[config.mk]
export PLATFORM = sky130hd
export DESIGN_NAME = video_proc_top
export DESIGN_NICKNAME = d
export VERILOG_FILES = /design/src/logic/vp_pkg.sv /design/src/logic/video_proc_top.sv /design/src/logic/line_pad.sv /design/src/logic/nn_scaler.sv /design/src/logic/pixel_fifo.sv /design/src/logic/video_crop.sv
export SDC_FILE = /design/constraint.sdc
export NUM_CORES = 2
export LEC_CHECK = 0
export ABC_CLOCK_PERIOD_IN_PS = 6600
export BUFFER_PORTS_ARGS = -buffer_cell sky130_fd_sc_hd__buf_2
export CORE_MARGIN = 5
export CORE_UTILIZATION = 55
export CTS_CLUSTER_SIZE = 25
export DETAILED_ROUTE_END_ITERATION = 8
export PLACE_DENSITY = 0.71
export SLEW_MARGIN = 20
export SYNTH_ARGS = -nofsm -noshare
export SYNTH_HDL_FRONTEND = slang
export SYNTH_HIERARCHICAL = 1
export SYNTH_SLANG_ARGS = --single-unit
export TNS_END_PERCENT = 20
[constraint.sdc]
create_clock -name clk_vp -period 6.6 [get_ports clk_vp]
set_clock_uncertainty 0.1 [all_clocks]
set_input_delay 0.33 -clock clk_vp [delete_from_list [all_inputs] [get_ports clk_vp]]
set_output_delay 0.33 -clock clk_vp [all_outputs]
set_load 0.01 [all_outputs]
[src/logic/vp_pkg.sv]
`default_nettype none

// widths and pixel types shared by the crop, fifo, scaler and pad stages
package vp_pkg;

    // channel and counter widths
    parameter int pix_w      = 8;   // bits per colour channel
    parameter int coord_w    = 12;  // pixel and line counters
    parameter int scale_w    = 18;  // Q4.14 step factor
    parameter int scale_frac = 14;  // fraction bits of a step

    // one RGB888 pixel, red in the top byte
    typedef struct packed {
        logic [pix_w-1:0] r;
        logic [pix_w-1:0] g;
        logic [pix_w-1:0] b;
    } rgb888_t;

    // fifo word
    typedef struct packed {
        logic    sof;  // first kept pixel of a frame
        rgb888_t pix;
    } fifo_entry_t;

endpackage

`default_nettype wire
[src/logic/video_proc_top.sv]
`timescale 1ns/1ps
`default_nettype none

module video_proc_top #(
    parameter int unsigned h_disp     = 1280,
    parameter int unsigned v_disp     = 720,
    parameter int unsigned start_x    = 320,
    parameter int unsigned start_y    = 180,
    parameter int unsigned end_x      = 960,
    parameter int unsigned end_y      = 540,
    parameter int unsigned out_x      = 320,  // out_x <= crop width
    parameter int unsigned out_y      = 180,  // out_y <= crop height
    parameter int unsigned fifo_depth = 64
) (
    input  wire logic        clk_vp,
    input  wire logic        rst_n_i,
    input  wire logic        vi_vs_i,
    input  wire logic        vi_de_i,
    input  wire logic [15:0] vi_data_i,
    output logic             vp_vs_o,
    output logic             vp_de_o,
    output logic [15:0]      vp_data_o,
    output logic             vp_overflow_o
);
    import vp_pkg::*;

    // Q4.14 steps, crop size over output size
    localparam logic [scale_w-1:0] x_scale =
        scale_w'(((end_x - start_x) << scale_frac) / out_x);
    localparam logic [scale_w-1:0] y_scale =
        scale_w'(((end_y - start_y) << scale_frac) / out_y);

    logic        crop_we;
    fifo_entry_t crop_entry;
    fifo_entry_t fifo_rdata;
    logic        fifo_empty;
    logic        scaler_re;
    logic        scl_valid;
    rgb888_t     scl_pixel;
    logic        scl_sof;
    logic        pad_ready;

    video_crop #(
        .h_disp  (h_disp),
        .v_disp  (v_disp),
        .start_x (start_x),
        .start_y (start_y),
        .end_x   (end_x),
        .end_y   (end_y)
    ) u_crop (
        .clk_vp  (clk_vp),
        .rst_n_i (rst_n_i),
        .vs_i    (vi_vs_i),
        .de_i    (vi_de_i),
        .data_i  (vi_data_i),
        .we_o    (crop_we),
        .entry_o (crop_entry)
    );

    // absorbs input while line_pad is filling black
    pixel_fifo #(
        .fifo_depth (fifo_depth)
    ) u_fifo (
        .clk_vp     (clk_vp),
        .rst_n_i    (rst_n_i),
        .we_i       (crop_we),
        .wdata_i    (crop_entry),
        .re_i       (scaler_re),
        .rdata_o    (fifo_rdata),
        .empty_o    (fifo_empty),
        .overflow_o (vp_overflow_o)
    );

    nn_scaler #(
        .start_x (start_x),
        .end_x   (end_x),
        .out_x   (out_x),
        .out_y   (out_y),
        .x_scale (x_scale),
        .y_scale (y_scale)
    ) u_scaler (
        .clk_vp  (clk_vp),
        .rst_n_i (rst_n_i),
        .empty_i (fifo_empty),
        .rdata_i (fifo_rdata),
        .ready_i (pad_ready),
        .re_o    (scaler_re),
        .valid_o (scl_valid),
        .pixel_o (scl_pixel),
        .sof_o   (scl_sof)
    );

    line_pad #(
        .h_disp  (h_disp),
        .out_x   (out_x)
    ) u_pad (
        .clk_vp  (clk_vp),
        .rst_n_i (rst_n_i),
        .valid_i (scl_valid),
        .pixel_i (scl_pixel),
        .sof_i   (scl_sof),
        .ready_o (pad_ready),
        .vs_o    (vp_vs_o),
        .de_o    (vp_de_o),
        .data_o  (vp_data_o)
    );

endmodule

`default_nettype wire

[src/logic/line_pad.sv]
`timescale 1ns/1ps
`default_nettype none

module line_pad #(
    parameter int unsigned h_disp = 1280,
    parameter int unsigned out_x  = 320
) (
    input  wire logic            clk_vp,
    input  wire logic            rst_n_i,
    input  wire logic            valid_i,
    input  wire vp_pkg::rgb888_t pixel_i,
    input  wire logic            sof_i,
    output logic                 ready_o,
    output logic                 vs_o,
    output logic                 de_o,
    output logic [15:0]          data_o   // RGB565
);
    import vp_pkg::*;

    localparam logic [coord_w-1:0] last_col = coord_w'(out_x - 1);
    localparam logic [coord_w-1:0] pad_len  = coord_w'(h_disp - out_x);

    logic [coord_w-1:0] col;       // real pixels sent in this line
    logic [coord_w-1:0] pad_cnt;   // black pixels still owed
    rgb888_t            sk_pix [2];
    logic [1:0]         sk_sof;
    logic [1:0]         sk_cnt;    // skid fill, 0..2
    logic               padding;
    logic               use_skid;
    logic               send;      // real pixel leaves this cycle
    logic               push;
    logic               pop;
    rgb888_t            sel_pix;
    logic               sel_sof;
    logic [coord_w-1:0] col_c;

    // black fill first, then skid, then the live pixel
    assign padding  = (pad_cnt != '0);
    assign use_skid = ~padding & (sk_cnt != 2'd0);
    assign send     = ~padding & (use_skid | valid_i);
    assign pop      = use_skid;
    assign push     = valid_i & (padding | (sk_cnt != 2'd0));  // keep order behind skid
    assign sel_pix  = use_skid ? sk_pix[0] : pixel_i;
    assign sel_sof  = use_skid ? sk_sof[0] : sof_i;
    assign col_c    = sel_sof ? '0 : col;

    always_ff @(posedge clk_vp) begin
        if (!rst_n_i) begin
            col     <= '0;
            pad_cnt <= '0;
            sk_cnt  <= 2'd0;
            ready_o <= 1'b1;
            vs_o    <= 1'b0;
            de_o    <= 1'b0;
            data_o  <= '0;
        end else begin
            de_o   <= send | padding;
            vs_o   <= send & sel_sof;  // one pulse with the first pixel
            data_o <= send ? {sel_pix.r[pix_w-1 -: 5], sel_pix.g[pix_w-1 -: 6],
                              sel_pix.b[pix_w-1 -: 5]} : 16'h0000;
            if (padding) begin
                pad_cnt <= pad_cnt - 1'b1;
                if (pad_cnt == coord_w'(1)) begin
                    ready_o <= 1'b1;  // last black goes out, reopen fifo reads
                end
            end else if (send) begin
                if (col_c == last_col) begin
                    col     <= '0;
                    pad_cnt <= pad_len;
                    ready_o <= (pad_len == '0);  // two reads still in flight
                end else begin
                    col <= col_c + 1'b1;
                end
            end
            case ({push, pop})
                2'b10:   sk_cnt <= sk_cnt + 1'b1;
                2'b01:   sk_cnt <= sk_cnt - 1'b1;
                default: sk_cnt <= sk_cnt;
            endcase
        end
    end

    // skid slots, head in slot 0
    always_ff @(posedge clk_vp) begin
        if (pop) begin
            sk_pix[0] <= sk_pix[1];
            sk_sof[0] <= sk_sof[1];
        end
        if (push) begin
            if ((sk_cnt == 2'd0) || (pop && sk_cnt == 2'd1)) begin
                sk_pix[0] <= pixel_i;  // overrides the shift above
                sk_sof[0] <= sof_i;
            end else begin
                sk_pix[1] <= pixel_i;
                sk_sof[1] <= sof_i;
            end
        end
    end

endmodule

`default_nettype wire

[src/logic/nn_scaler.sv]
`timescale 1ns/1ps
`default_nettype none

module nn_scaler #(
    parameter int unsigned start_x = 320,
    parameter int unsigned end_x   = 960,
    parameter int unsigned out_x   = 320,
    parameter int unsigned out_y   = 180,
    parameter logic [vp_pkg::scale_w-1:0] x_scale = 18'h08000,  // Q4.14, >= 1.0
    parameter logic [vp_pkg::scale_w-1:0] y_scale = 18'h08000
) (
    input  wire logic                clk_vp,
    input  wire logic                rst_n_i,
    input  wire logic                empty_i,
    input  wire vp_pkg::fifo_entry_t rdata_i,
    input  wire logic                ready_i,
    output logic                     re_o,
    output logic                     valid_o,
    output vp_pkg::rgb888_t          pixel_o,
    output logic                     sof_o
);
    import vp_pkg::*;

    // one spare integer bit so the accumulator can run past the line end
    localparam int acc_w = coord_w + scale_frac + 1;

    localparam logic [coord_w-1:0] last_ix = coord_w'(end_x - start_x - 1);
    localparam logic [coord_w-1:0] max_ox  = coord_w'(out_x);
    localparam logic [coord_w-1:0] max_oy  = coord_w'(out_y);
    localparam logic [acc_w-1:0]   step_x  = acc_w'(x_scale);
    localparam logic [acc_w-1:0]   step_y  = acc_w'(y_scale);

    logic               rd_valid;  // rdata_i holds a fresh entry
    logic [coord_w-1:0] ix;        // input column in the crop line
    logic [coord_w-1:0] iy;        // input line in the crop
    logic [coord_w-1:0] ox;        // pixels emitted in this line
    logic [coord_w-1:0] oy;        // lines emitted in this frame
    logic [acc_w-1:0]   acc_x;
    logic [acc_w-1:0]   acc_y;

    logic [coord_w-1:0] ix_c;
    logic [coord_w-1:0] iy_c;
    logic [coord_w-1:0] ox_c;
    logic [coord_w-1:0] oy_c;
    logic [acc_w-1:0]   acc_x_c;
    logic [acc_w-1:0]   acc_y_c;
    logic               line_sel;
    logic               emit;
    logic               line_end;

    assign re_o = ~empty_i & ready_i;

    // sof entry starts from a clean state
    always_comb begin
        if (rdata_i.sof) begin
            ix_c    = '0;
            iy_c    = '0;
            ox_c    = '0;
            oy_c    = '0;
            acc_x_c = '0;
            acc_y_c = '0;
        end else begin
            ix_c    = ix;
            iy_c    = iy;
            ox_c    = ox;
            oy_c    = oy;
            acc_x_c = acc_x;
            acc_y_c = acc_y;
        end
    end

    // nearest neighbour: take pixel when index hits the integer part
    assign line_sel = ({1'b0, iy_c} == acc_y_c[acc_w-1:scale_frac]) && (oy_c < max_oy);
    assign emit     = rd_valid & line_sel
                    & ({1'b0, ix_c} == acc_x_c[acc_w-1:scale_frac]) & (ox_c < max_ox);
    assign line_end = (ix_c == last_ix);

    always_ff @(posedge clk_vp) begin
        if (!rst_n_i) begin
            rd_valid <= 1'b0;
            valid_o  <= 1'b0;
            ix       <= '0;
            iy       <= '0;
            ox       <= '0;
            oy       <= '0;
            acc_x    <= '0;
            acc_y    <= '0;
        end else begin
            rd_valid <= re_o;
            valid_o  <= emit;
            if (rd_valid) begin
                if (line_end) begin
                    ix    <= '0;
                    ox    <= '0;
                    acc_x <= '0;
                    iy    <= iy_c + 1'b1;
                    acc_y <= line_sel ? acc_y_c + step_y : acc_y_c;
                    oy    <= line_sel ? oy_c + 1'b1 : oy_c;
                end else begin
                    ix    <= ix_c + 1'b1;
                    ox    <= emit ? ox_c + 1'b1 : ox_c;
                    acc_x <= emit ? acc_x_c + step_x : acc_x_c;
                    iy    <= iy_c;   // keeps a cleared frame start
                    acc_y <= acc_y_c;
                    oy    <= oy_c;
                end
            end
        end
    end

    always_ff @(posedge clk_vp) begin
        if (emit) begin
            pixel_o <= rdata_i.pix;
            sof_o   <= rdata_i.sof;
        end
    end

endmodule

`default_nettype wire

[src/logic/pixel_fifo.sv]
`timescale 1ns/1ps
`default_nettype none

module pixel_fifo #(
    parameter int unsigned fifo_depth = 64  // power of two
) (
    input  wire logic                clk_vp,
    input  wire logic                rst_n_i,
    input  wire logic                we_i,
    input  wire vp_pkg::fifo_entry_t wdata_i,
    input  wire logic                re_i,
    output vp_pkg::fifo_entry_t      rdata_o,   // valid the cycle after re_i
    output logic                     empty_o,
    output logic                     overflow_o // sticky
);
    import vp_pkg::*;

    localparam int addr_w = $clog2(fifo_depth);

    fifo_entry_t     mem [fifo_depth];
    logic [addr_w:0] wr_ptr;  // msb is the wrap bit
    logic [addr_w:0] rd_ptr;
    logic            full;
    logic            do_wr;
    logic            do_rd;

    // same index, opposite wrap -> full
    assign empty_o = (wr_ptr == rd_ptr);
    assign full    = (wr_ptr[addr_w] != rd_ptr[addr_w])
                  && (wr_ptr[addr_w-1:0] == rd_ptr[addr_w-1:0]);
    assign do_wr   = we_i & ~full;
    assign do_rd   = re_i & ~empty_o;

    always_ff @(posedge clk_vp) begin
        if (!rst_n_i) begin
            wr_ptr     <= '0;
            rd_ptr     <= '0;
            overflow_o <= 1'b0;
        end else begin
            if (do_wr) begin
                wr_ptr <= wr_ptr + 1'b1;
            end
            if (do_rd) begin
                rd_ptr <= rd_ptr + 1'b1;
            end
            if (we_i && full) begin
                overflow_o <= 1'b1;  // write lost, held until reset
            end
        end
    end

    // storage and read port
    always_ff @(posedge clk_vp) begin
        if (do_wr) begin
            mem[wr_ptr[addr_w-1:0]] <= wdata_i;
        end
        if (do_rd) begin
            rdata_o <= mem[rd_ptr[addr_w-1:0]];  // normal mode, no show-ahead
        end
    end

endmodule

`default_nettype wire

[src/logic/video_crop.sv]
`timescale 1ns/1ps
`default_nettype none

module video_crop #(
    parameter int unsigned h_disp  = 1280,
    parameter int unsigned v_disp  = 720,
    parameter int unsigned start_x = 320,
    parameter int unsigned start_y = 180,
    parameter int unsigned end_x   = 960,  // exclusive
    parameter int unsigned end_y   = 540   // exclusive
) (
    input  wire logic               clk_vp,
    input  wire logic               rst_n_i,
    input  wire logic               vs_i,
    input  wire logic               de_i,
    input  wire logic [15:0]        data_i,   // RGB565
    output logic                    we_o,
    output vp_pkg::fifo_entry_t     entry_o
);
    import vp_pkg::*;

    localparam logic [coord_w-1:0] frame_w = coord_w'(h_disp);
    localparam logic [coord_w-1:0] frame_h = coord_w'(v_disp);
    localparam logic [coord_w-1:0] win_x0  = coord_w'(start_x);
    localparam logic [coord_w-1:0] win_y0  = coord_w'(start_y);
    localparam logic [coord_w-1:0] win_x1  = coord_w'(end_x);
    localparam logic [coord_w-1:0] win_y1  = coord_w'(end_y);

    logic [coord_w-1:0] x_cnt;     // column of the current beat
    logic [coord_w-1:0] y_cnt;     // line inside the frame
    logic               vs_d;
    logic               de_d;
    logic               armed;     // seen a vs edge since reset
    logic               sof_pend;  // first kept pixel still to come
    logic               vs_rise;
    logic               de_fall;
    logic               in_frame;
    logic               in_win;
    logic               keep;

    assign vs_rise  = vs_i & ~vs_d;
    assign de_fall  = de_d & ~de_i;   // end of an input line
    assign in_frame = (x_cnt < frame_w) && (y_cnt < frame_h);  // drop beats of oversize frames
    assign in_win   = (x_cnt >= win_x0) && (x_cnt < win_x1)
                   && (y_cnt >= win_y0) && (y_cnt < win_y1);
    assign keep     = de_i & ~vs_rise & armed & in_frame & in_win;

    always_ff @(posedge clk_vp) begin
        if (!rst_n_i) begin
            x_cnt    <= '0;
            y_cnt    <= '0;
            vs_d     <= 1'b0;
            de_d     <= 1'b0;
            armed    <= 1'b0;  // partial frame after reset is skipped
            sof_pend <= 1'b0;
            we_o     <= 1'b0;
        end else begin
            vs_d <= vs_i;
            de_d <= de_i;
            we_o <= keep;      // one cycle behind the beat
            if (vs_rise) begin
                x_cnt    <= '0;
                y_cnt    <= '0;
                armed    <= 1'b1;
                sof_pend <= 1'b1;
            end else if (de_i) begin
                x_cnt <= x_cnt + 1'b1;
                if (keep) begin
                    sof_pend <= 1'b0;
                end
            end else if (de_fall) begin
                x_cnt <= '0;
                y_cnt <= y_cnt + 1'b1;
            end
        end
    end

    // widen 565 to 888, low bits zero filled
    always_ff @(posedge clk_vp) begin
        if (keep) begin
            entry_o.sof   <= sof_pend;
            entry_o.pix.r <= {data_i[15:11], {(pix_w-5){1'b0}}};
            entry_o.pix.g <= {data_i[10:5], {(pix_w-6){1'b0}}};
            entry_o.pix.b <= {data_i[4:0], {(pix_w-5){1'b0}}};
        end
    end

endmodule

`default_nettype wire

# Yosys cells after proc, flatten, opt, wreduce, memory -nomap -nowiden
# Memory sizes are Yosys's and may differ from the RTL's. A register that Yosys moved wholly into a read port is not among the register bits.
# Index checks and enable logic that the tools add are counted.
dict set report totals {
  latch_bits 0
  word_cells 175
  memories 2
  register_bits 261
  ram_bits 1136
  rom_bits 0
  in_bits 20
}
dict set report op_classes {
  div 0
  n_reduce_logical 26
  magnitude_cmp 8
  n_shift 0
  bitwise 28
  n_eq_ne 12
  muxes 47
  n_addsub 14
  n_mul 0
}
# name words width read_ports rd_ports_with_merged_regs write_ports line_no
set memory_table {}
lappend memory_table {u_fifo.mem 64 17 1 1 1 pixel_fifo.sv:20} ;# fifo_entry_t mem [fifo_depth];
lappend memory_table {u_pad.sk_pix 2 24 2 0 2 line_pad.sv:25} ;# rgb888_t sk_pix [2];
# op count
set ops {}
lappend ops {{two-way mux 12 bit} 17}
lappend ops {{two-way mux 27 bit} 6}
lappend ops {{adder 12 x 1 -> 12 bit, second input constant} 7}
lappend ops {{adder 27 x 16 -> 27 bit, second input constant} 2}
lappend ops {{two-way mux 24 bit} 2}
lappend ops {{< comparator 12 x 10 -> 1 bit, second input constant} 3}
lappend ops {{== test 12 x 13 -> 1 bit} 2}
lappend ops {{two-way mux 1 bit} 21}
lappend ops {{AND 1 bit} 16}
lappend ops {{adder 7 x 1 -> 7 bit, second input constant} 2}
lappend ops {{nonzero test 2 bit} 7}
lappend ops {{== test 12 x 1 -> 1 bit, second input constant} 1}
lappend ops {{== test 12 x 10 -> 1 bit, second input constant} 1}
lappend ops {{== test 12 x 9 -> 1 bit, second input constant} 1}
lappend ops {{greater-or-equal comparator 12 x 8 -> 1 bit, second input constant} 1}
lappend ops {{greater-or-equal comparator 12 x 9 -> 1 bit, second input constant} 1}
lappend ops {{< comparator 12 x 11 -> 1 bit, second input constant} 1}
lappend ops {{< comparator 12 x 8 -> 1 bit, second input constant} 1}
lappend ops {{< comparator 12 x 9 -> 1 bit, second input constant} 1}
lappend ops {{AND reduction 2 bit} 6}
lappend ops {{nonzero test 12 bit} 1}
lappend ops {{subtractor 12 x 1 -> 12 bit, second input constant} 1}
lappend ops {{logical AND 1 bit} 8}
lappend ops {{inverter 1 bit} 8}
lappend ops {{14 further kinds} 18}

# Longest topological paths before layout
dict set report depth {
  word_depth 10
  depth_mapped 13
  ltp_nobuf 11
}

# By module
# Netlist, hierarchy kept.
# mod area_each_um2 seq_area_each_um2 cells_per_inst n_inst
set by_module_without_submodules {}
lappend by_module_without_submodules {pixel_fifo 62736.4 49097.1 2889 1}
lappend by_module_without_submodules {nn_scaler 5041.1 2272.2 555 1}
lappend by_module_without_submodules {line_pad 3500.9 1911.8 336 1}
lappend by_module_without_submodules {video_crop 1961.9 1091.0 188 1}

# Worst setup path before layout
# No wires, ideal clock.
dict set report synth_path {
  path_type {register to register}
  startpoint {reg u_fifo.wr_ptr[0]}
  endpoint {mem u_fifo/mem[57][0] (netlist bit) (enable)}
  setup_slack_ns 3.331
  arrival_ns 2.762
  setup_ns 0.407
  n_path_buf 2
  required_time_ns 6.093
  path_stages_with_launch 8
  path_cell_list {dfxtp_1 -> buf_2 -> xnor2_1 -> nand4_1 -> o31ai_2 -> or4b_2 -> clkbuf_1 -> nor2_1}
}
dict set report synth_between {
  elab_chain_len 6
}
# item line_no
set synth_rtl {}
lappend synth_rtl {{start, declared} pixel_fifo.sv:21} ;# logic [addr_w:0] wr_ptr;
lappend synth_rtl {{start signal, assigned} pixel_fifo.sv:41} ;# wr_ptr <= wr_ptr + 1'b1;
lappend synth_rtl {{== test 6 bit} pixel_fifo.sv:30} ;# && (wr_ptr[addr_w-1:0] == rd_ptr[addr_w-1:0]);
lappend synth_rtl {{logical AND 1 bit} pixel_fifo.sv:30}
lappend synth_rtl {{inverter 1 bit} pixel_fifo.sv:31} ;# assign do_wr = we_i & ~full;
lappend synth_rtl {{AND 1 bit} pixel_fifo.sv:31}
lappend synth_rtl {{two-way mux 1 bit} pixel_fifo.sv:54} ;# if (do_wr) begin
lappend synth_rtl {{two-way mux 1 bit (implied by the code)} pixel_fifo.sv:55} ;# mem[wr_ptr[addr_w-1:0]] <= wdata_i;
lappend synth_rtl {{end, declared} pixel_fifo.sv:20}
# Several ways; a longest one is shown, not always the timed one.

# Final worst setup path
dict set report layout_path {
  startpoint {reg u_fifo.rd_ptr[1]}
  endpoint {reg u_fifo/rdata_o[4] (netlist name)}
}
dict set report layout_between {
  elab_chain_len 4
}
# item line_no
set layout_rtl {}
lappend layout_rtl {{start, declared} pixel_fifo.sv:22} ;# logic [addr_w:0] rd_ptr;
lappend layout_rtl {{start signal, assigned} pixel_fifo.sv:44} ;# rd_ptr <= rd_ptr + 1'b1;
lappend layout_rtl {{== test 7 bit} pixel_fifo.sv:28} ;# assign empty_o = (wr_ptr == rd_ptr);
lappend layout_rtl {{inverter 1 bit} {nn_scaler.sv:51, pixel_fifo.sv:32}}
lappend layout_rtl {{AND 1 bit} nn_scaler.sv:51} ;# assign re_o = ~empty_i & ready_i;
lappend layout_rtl {{AND 1 bit} pixel_fifo.sv:32} ;# assign do_rd = re_i & ~empty_o;
# Several ways; a longest one is shown, not always the timed one.
# A chain may end at the register's enable or synchronous reset.

==> results.md <==
* Final setup fails at 0
* Final WS setup at around 2.3 ns
* Sw power at 3430 uW
* Total track usage at 0.248
* RR Startpoint: u_fifo/rd_ptr[1]$_SDFFE_PN0P_
* Setup TNS at 0 ns
* Fmax at 235 MHz
* Layout area overhead at 11.2%
* Core Area at around 97000 sq um
* Initial antenna violation count at 0
* Pre-CTS WS at approximately 2.4 ns
* Synth Cell Area at 53600 sq um
* Cells after Synth at 3143
* FF-to-FF End: u_fifo/rdata_o[4]$_DFFE_PP_
* Worst Tran Pin Value at 1.15 ns
* Hold Crit Endpoint: u_pad/ready_o$_SDFFE_PN1P_
* Status: complete, no violations
* Syn_nets at 3181
* Peak supply drop at 168 uV
* Worst Hold Class: in -> reg
* Shortest period the worst path allows at ~4.3 ns
* Slew Viols, Final at 0
* Routed wire per std cell at roughly 28 microns
* Logic pwr share at 0.023
* Max_cap viols at 0
* Period utilization at 0.645
* Total number of vias at 29908
* Overflow after GRT at 0
* Mapped Avg Cell Area at 17.0 sq um
* Routability cong. at 0.868
* Die width at between 300 and 400 microns
* Ports at 39
* Slew HR at 0.231
* Critical path data required time at 6.97 ns
* Die Span Y at 322 microns
* Ant diodes at 0
* CP startpoint kind: flip-flop
* Fin. Hold Viols at 0
* Post-DP HPWL at 75800 microns
* # clock sinks at 1338
* Critical Path AT at 4.63 ns
* Placed cell count at 4343
* Drt pass-1 iters at 5
* Sequential Power Share at 0.537
* IO buf count at 38
* Post-CTS Setup Bufs at 0
* Post-route insts no fill at 4605
* Crit. End Element: flip-flop
* DR iter-0 viols at approximately 3600
* H-tree depth at 4
* Row cnt at about 110
* CTS tree: done
* P_int at about 14000 uW
* Final WL at 129000 microns
* CTS resizes at 0
* Worst-Skew Late Latency at between 0.7 and 0.8 ns
* Clock share of power at 0.440
* Largest net degree at the start of global routing at 105
* Post-route DRC at 0
* Number of nets in the layout at 3259
* Initial Utilization at 0.554
* ANT nets after route at 0
* CP Class: reg -> reg
* Reg2reg setup slack at 2.34 ns
* Global-route wire length before repair at about 190000 microns
* P_leak at 0.0187 uW
* Crit path max fanout at 54
* Layout Utilization at 0.616
* Sw Share at 0.201
* Vias in the first global route at approximately 30000
* Num CTS Buffers at around 130
* PD cells at 286 nW/um^2
* Clk root buf: clkbuf_16
* Unrepaired setup endpoints after global routing: no
* Hold path start: rst_n_i
* Clock tree buffer depth at 3
* Ys Warns at 6
* Vias per inst at 6.49
* Die area at between 100000 and 150000 sq um
* Hold path cells at 3
* Worst R2R Path Depth at 6
* Clock transition at path regs at 0.06 ns
* Layout cells sized above 1 at 0.198
==> layer usage <==
metal  vias to the layer above  track usage  share of wire
met4                         0       0.0698          0.027
met1                     15441        0.351           0.40
li1                      12698            -              -
met2                      1550        0.400           0.49
met5                         -            0              0
met3                       219       0.0515          0.091
==> how the worst max path moves through the flow <==
stage / startpoint / to
4_1_cts: u_fifo/rd_ptr[1]$_SDFFE_PN0P_ / u_fifo/rdata_o[15]$_DFFE_PP_
5_1_grt: u_fifo/rd_ptr[1]$_SDFFE_PN0P_ / u_fifo/rdata_o[15]$_DFFE_PP_
2_1_floorplan: u_pad/pad_cnt[0]$_SDFFE_PN0P_ / u_pad/pad_cnt[11]$_SDFFE_PN0P_
6_report: u_fifo/rd_ptr[1]$_SDFFE_PN0P_ / u_fifo/rdata_o[4]$_DFFE_PP_
3_5_place_dp: u_fifo/rd_ptr[1]$_SDFFE_PN0P_ / u_fifo/rdata_o[24]$_DFFE_PP_
3_3_place_gp: u_fifo/rd_ptr[1]$_SDFFE_PN0P_ / u_fifo/rdata_o[24]$_DFFE_PP_
==> flip-flops by register name, summed over array words and instances (netlist names), 13 cells and up <==
signal / flops
u_fifo/mem: 1088
u_pad/sk_pix: 32
u_crop/entry_o: 17
u_fifo/rdata_o: 17
u_pad/data_o: 16
u_scaler/pixel_o: 16
u_scaler/acc_x: 13
u_scaler/acc_y: 13
==> cell type report <==
type                    instances  area [sq um]
clock buffers                 179          3770
repair buffers                163          1190
inverters                      32           120
well taps                    1276          1600
multi-input cells            1552         13800
fillers                      6705         37100
flip-flops and latches       1338         38500
clock inverters                65           604
==> through the flow <==
| step | cell area (sq um) | hold slack (ns) | total power [uW] |
|---|---|---|---|
| after floorplan | 53600 | 0.300 | 9620 |
| after global placement | 55000 | 0.317 | 9680 |
| after detailed placement | 55000 | 0.328 | 9700 |
| after CTS | 59600 | 0.153 | 17100 |
| after global routing | 59600 | 0.178 | 17600 |
| final | 59600 | 0.172 | 17000 |
==> repair_timing <==
action / in CTS / in global routing
endpoints found under the hold margin: 23 / 0
hold buffers: 18 / 0
setup endpoints to repair: 0 / 0
==> critical path, stage by stage, from the launching register on <==
cell and delay, ns:
dfxtp_4 1.04, buf_4 0.58, buf_4 0.83, mux4_2 0.60
o2111ai_1 0.30, o21ai_0 0.17, a211o_1 0.27
==> power by group through the flow <==
stage | combinational (uW) | clock (uW) | sequential [uW]
final | 388 | 7490 | 9160
after global routing | 422 | 7990 | 9160
after CTS | 378 | 7610 | 9160
after detailed placement | 368 | 0 | 9340
after global placement | 349 | 0 | 9330
after floorplan | 295 | 0 | 9320
==> layout by cell type (no fill, tap or decap), types with 30 or more instances in the layout <==
master and instances:
inv_1 30, a22oi_1 36, xnor2_1 35, nor3_1 39, mux4_2 217, mux2_2 36
dfxtp_1 163, a21oi_1 102, buf_2 38, nor2b_1 34, edfxtp_1 1172, nand3_1 71
o22ai_1 60, nand2_1 168, o21ai_0 41, mux2i_1 114, nor2_1 136, clkbuf_16 141
nand4_1 34, buf_4 106
No activity file was read; power rests on OpenSTA's default activity.
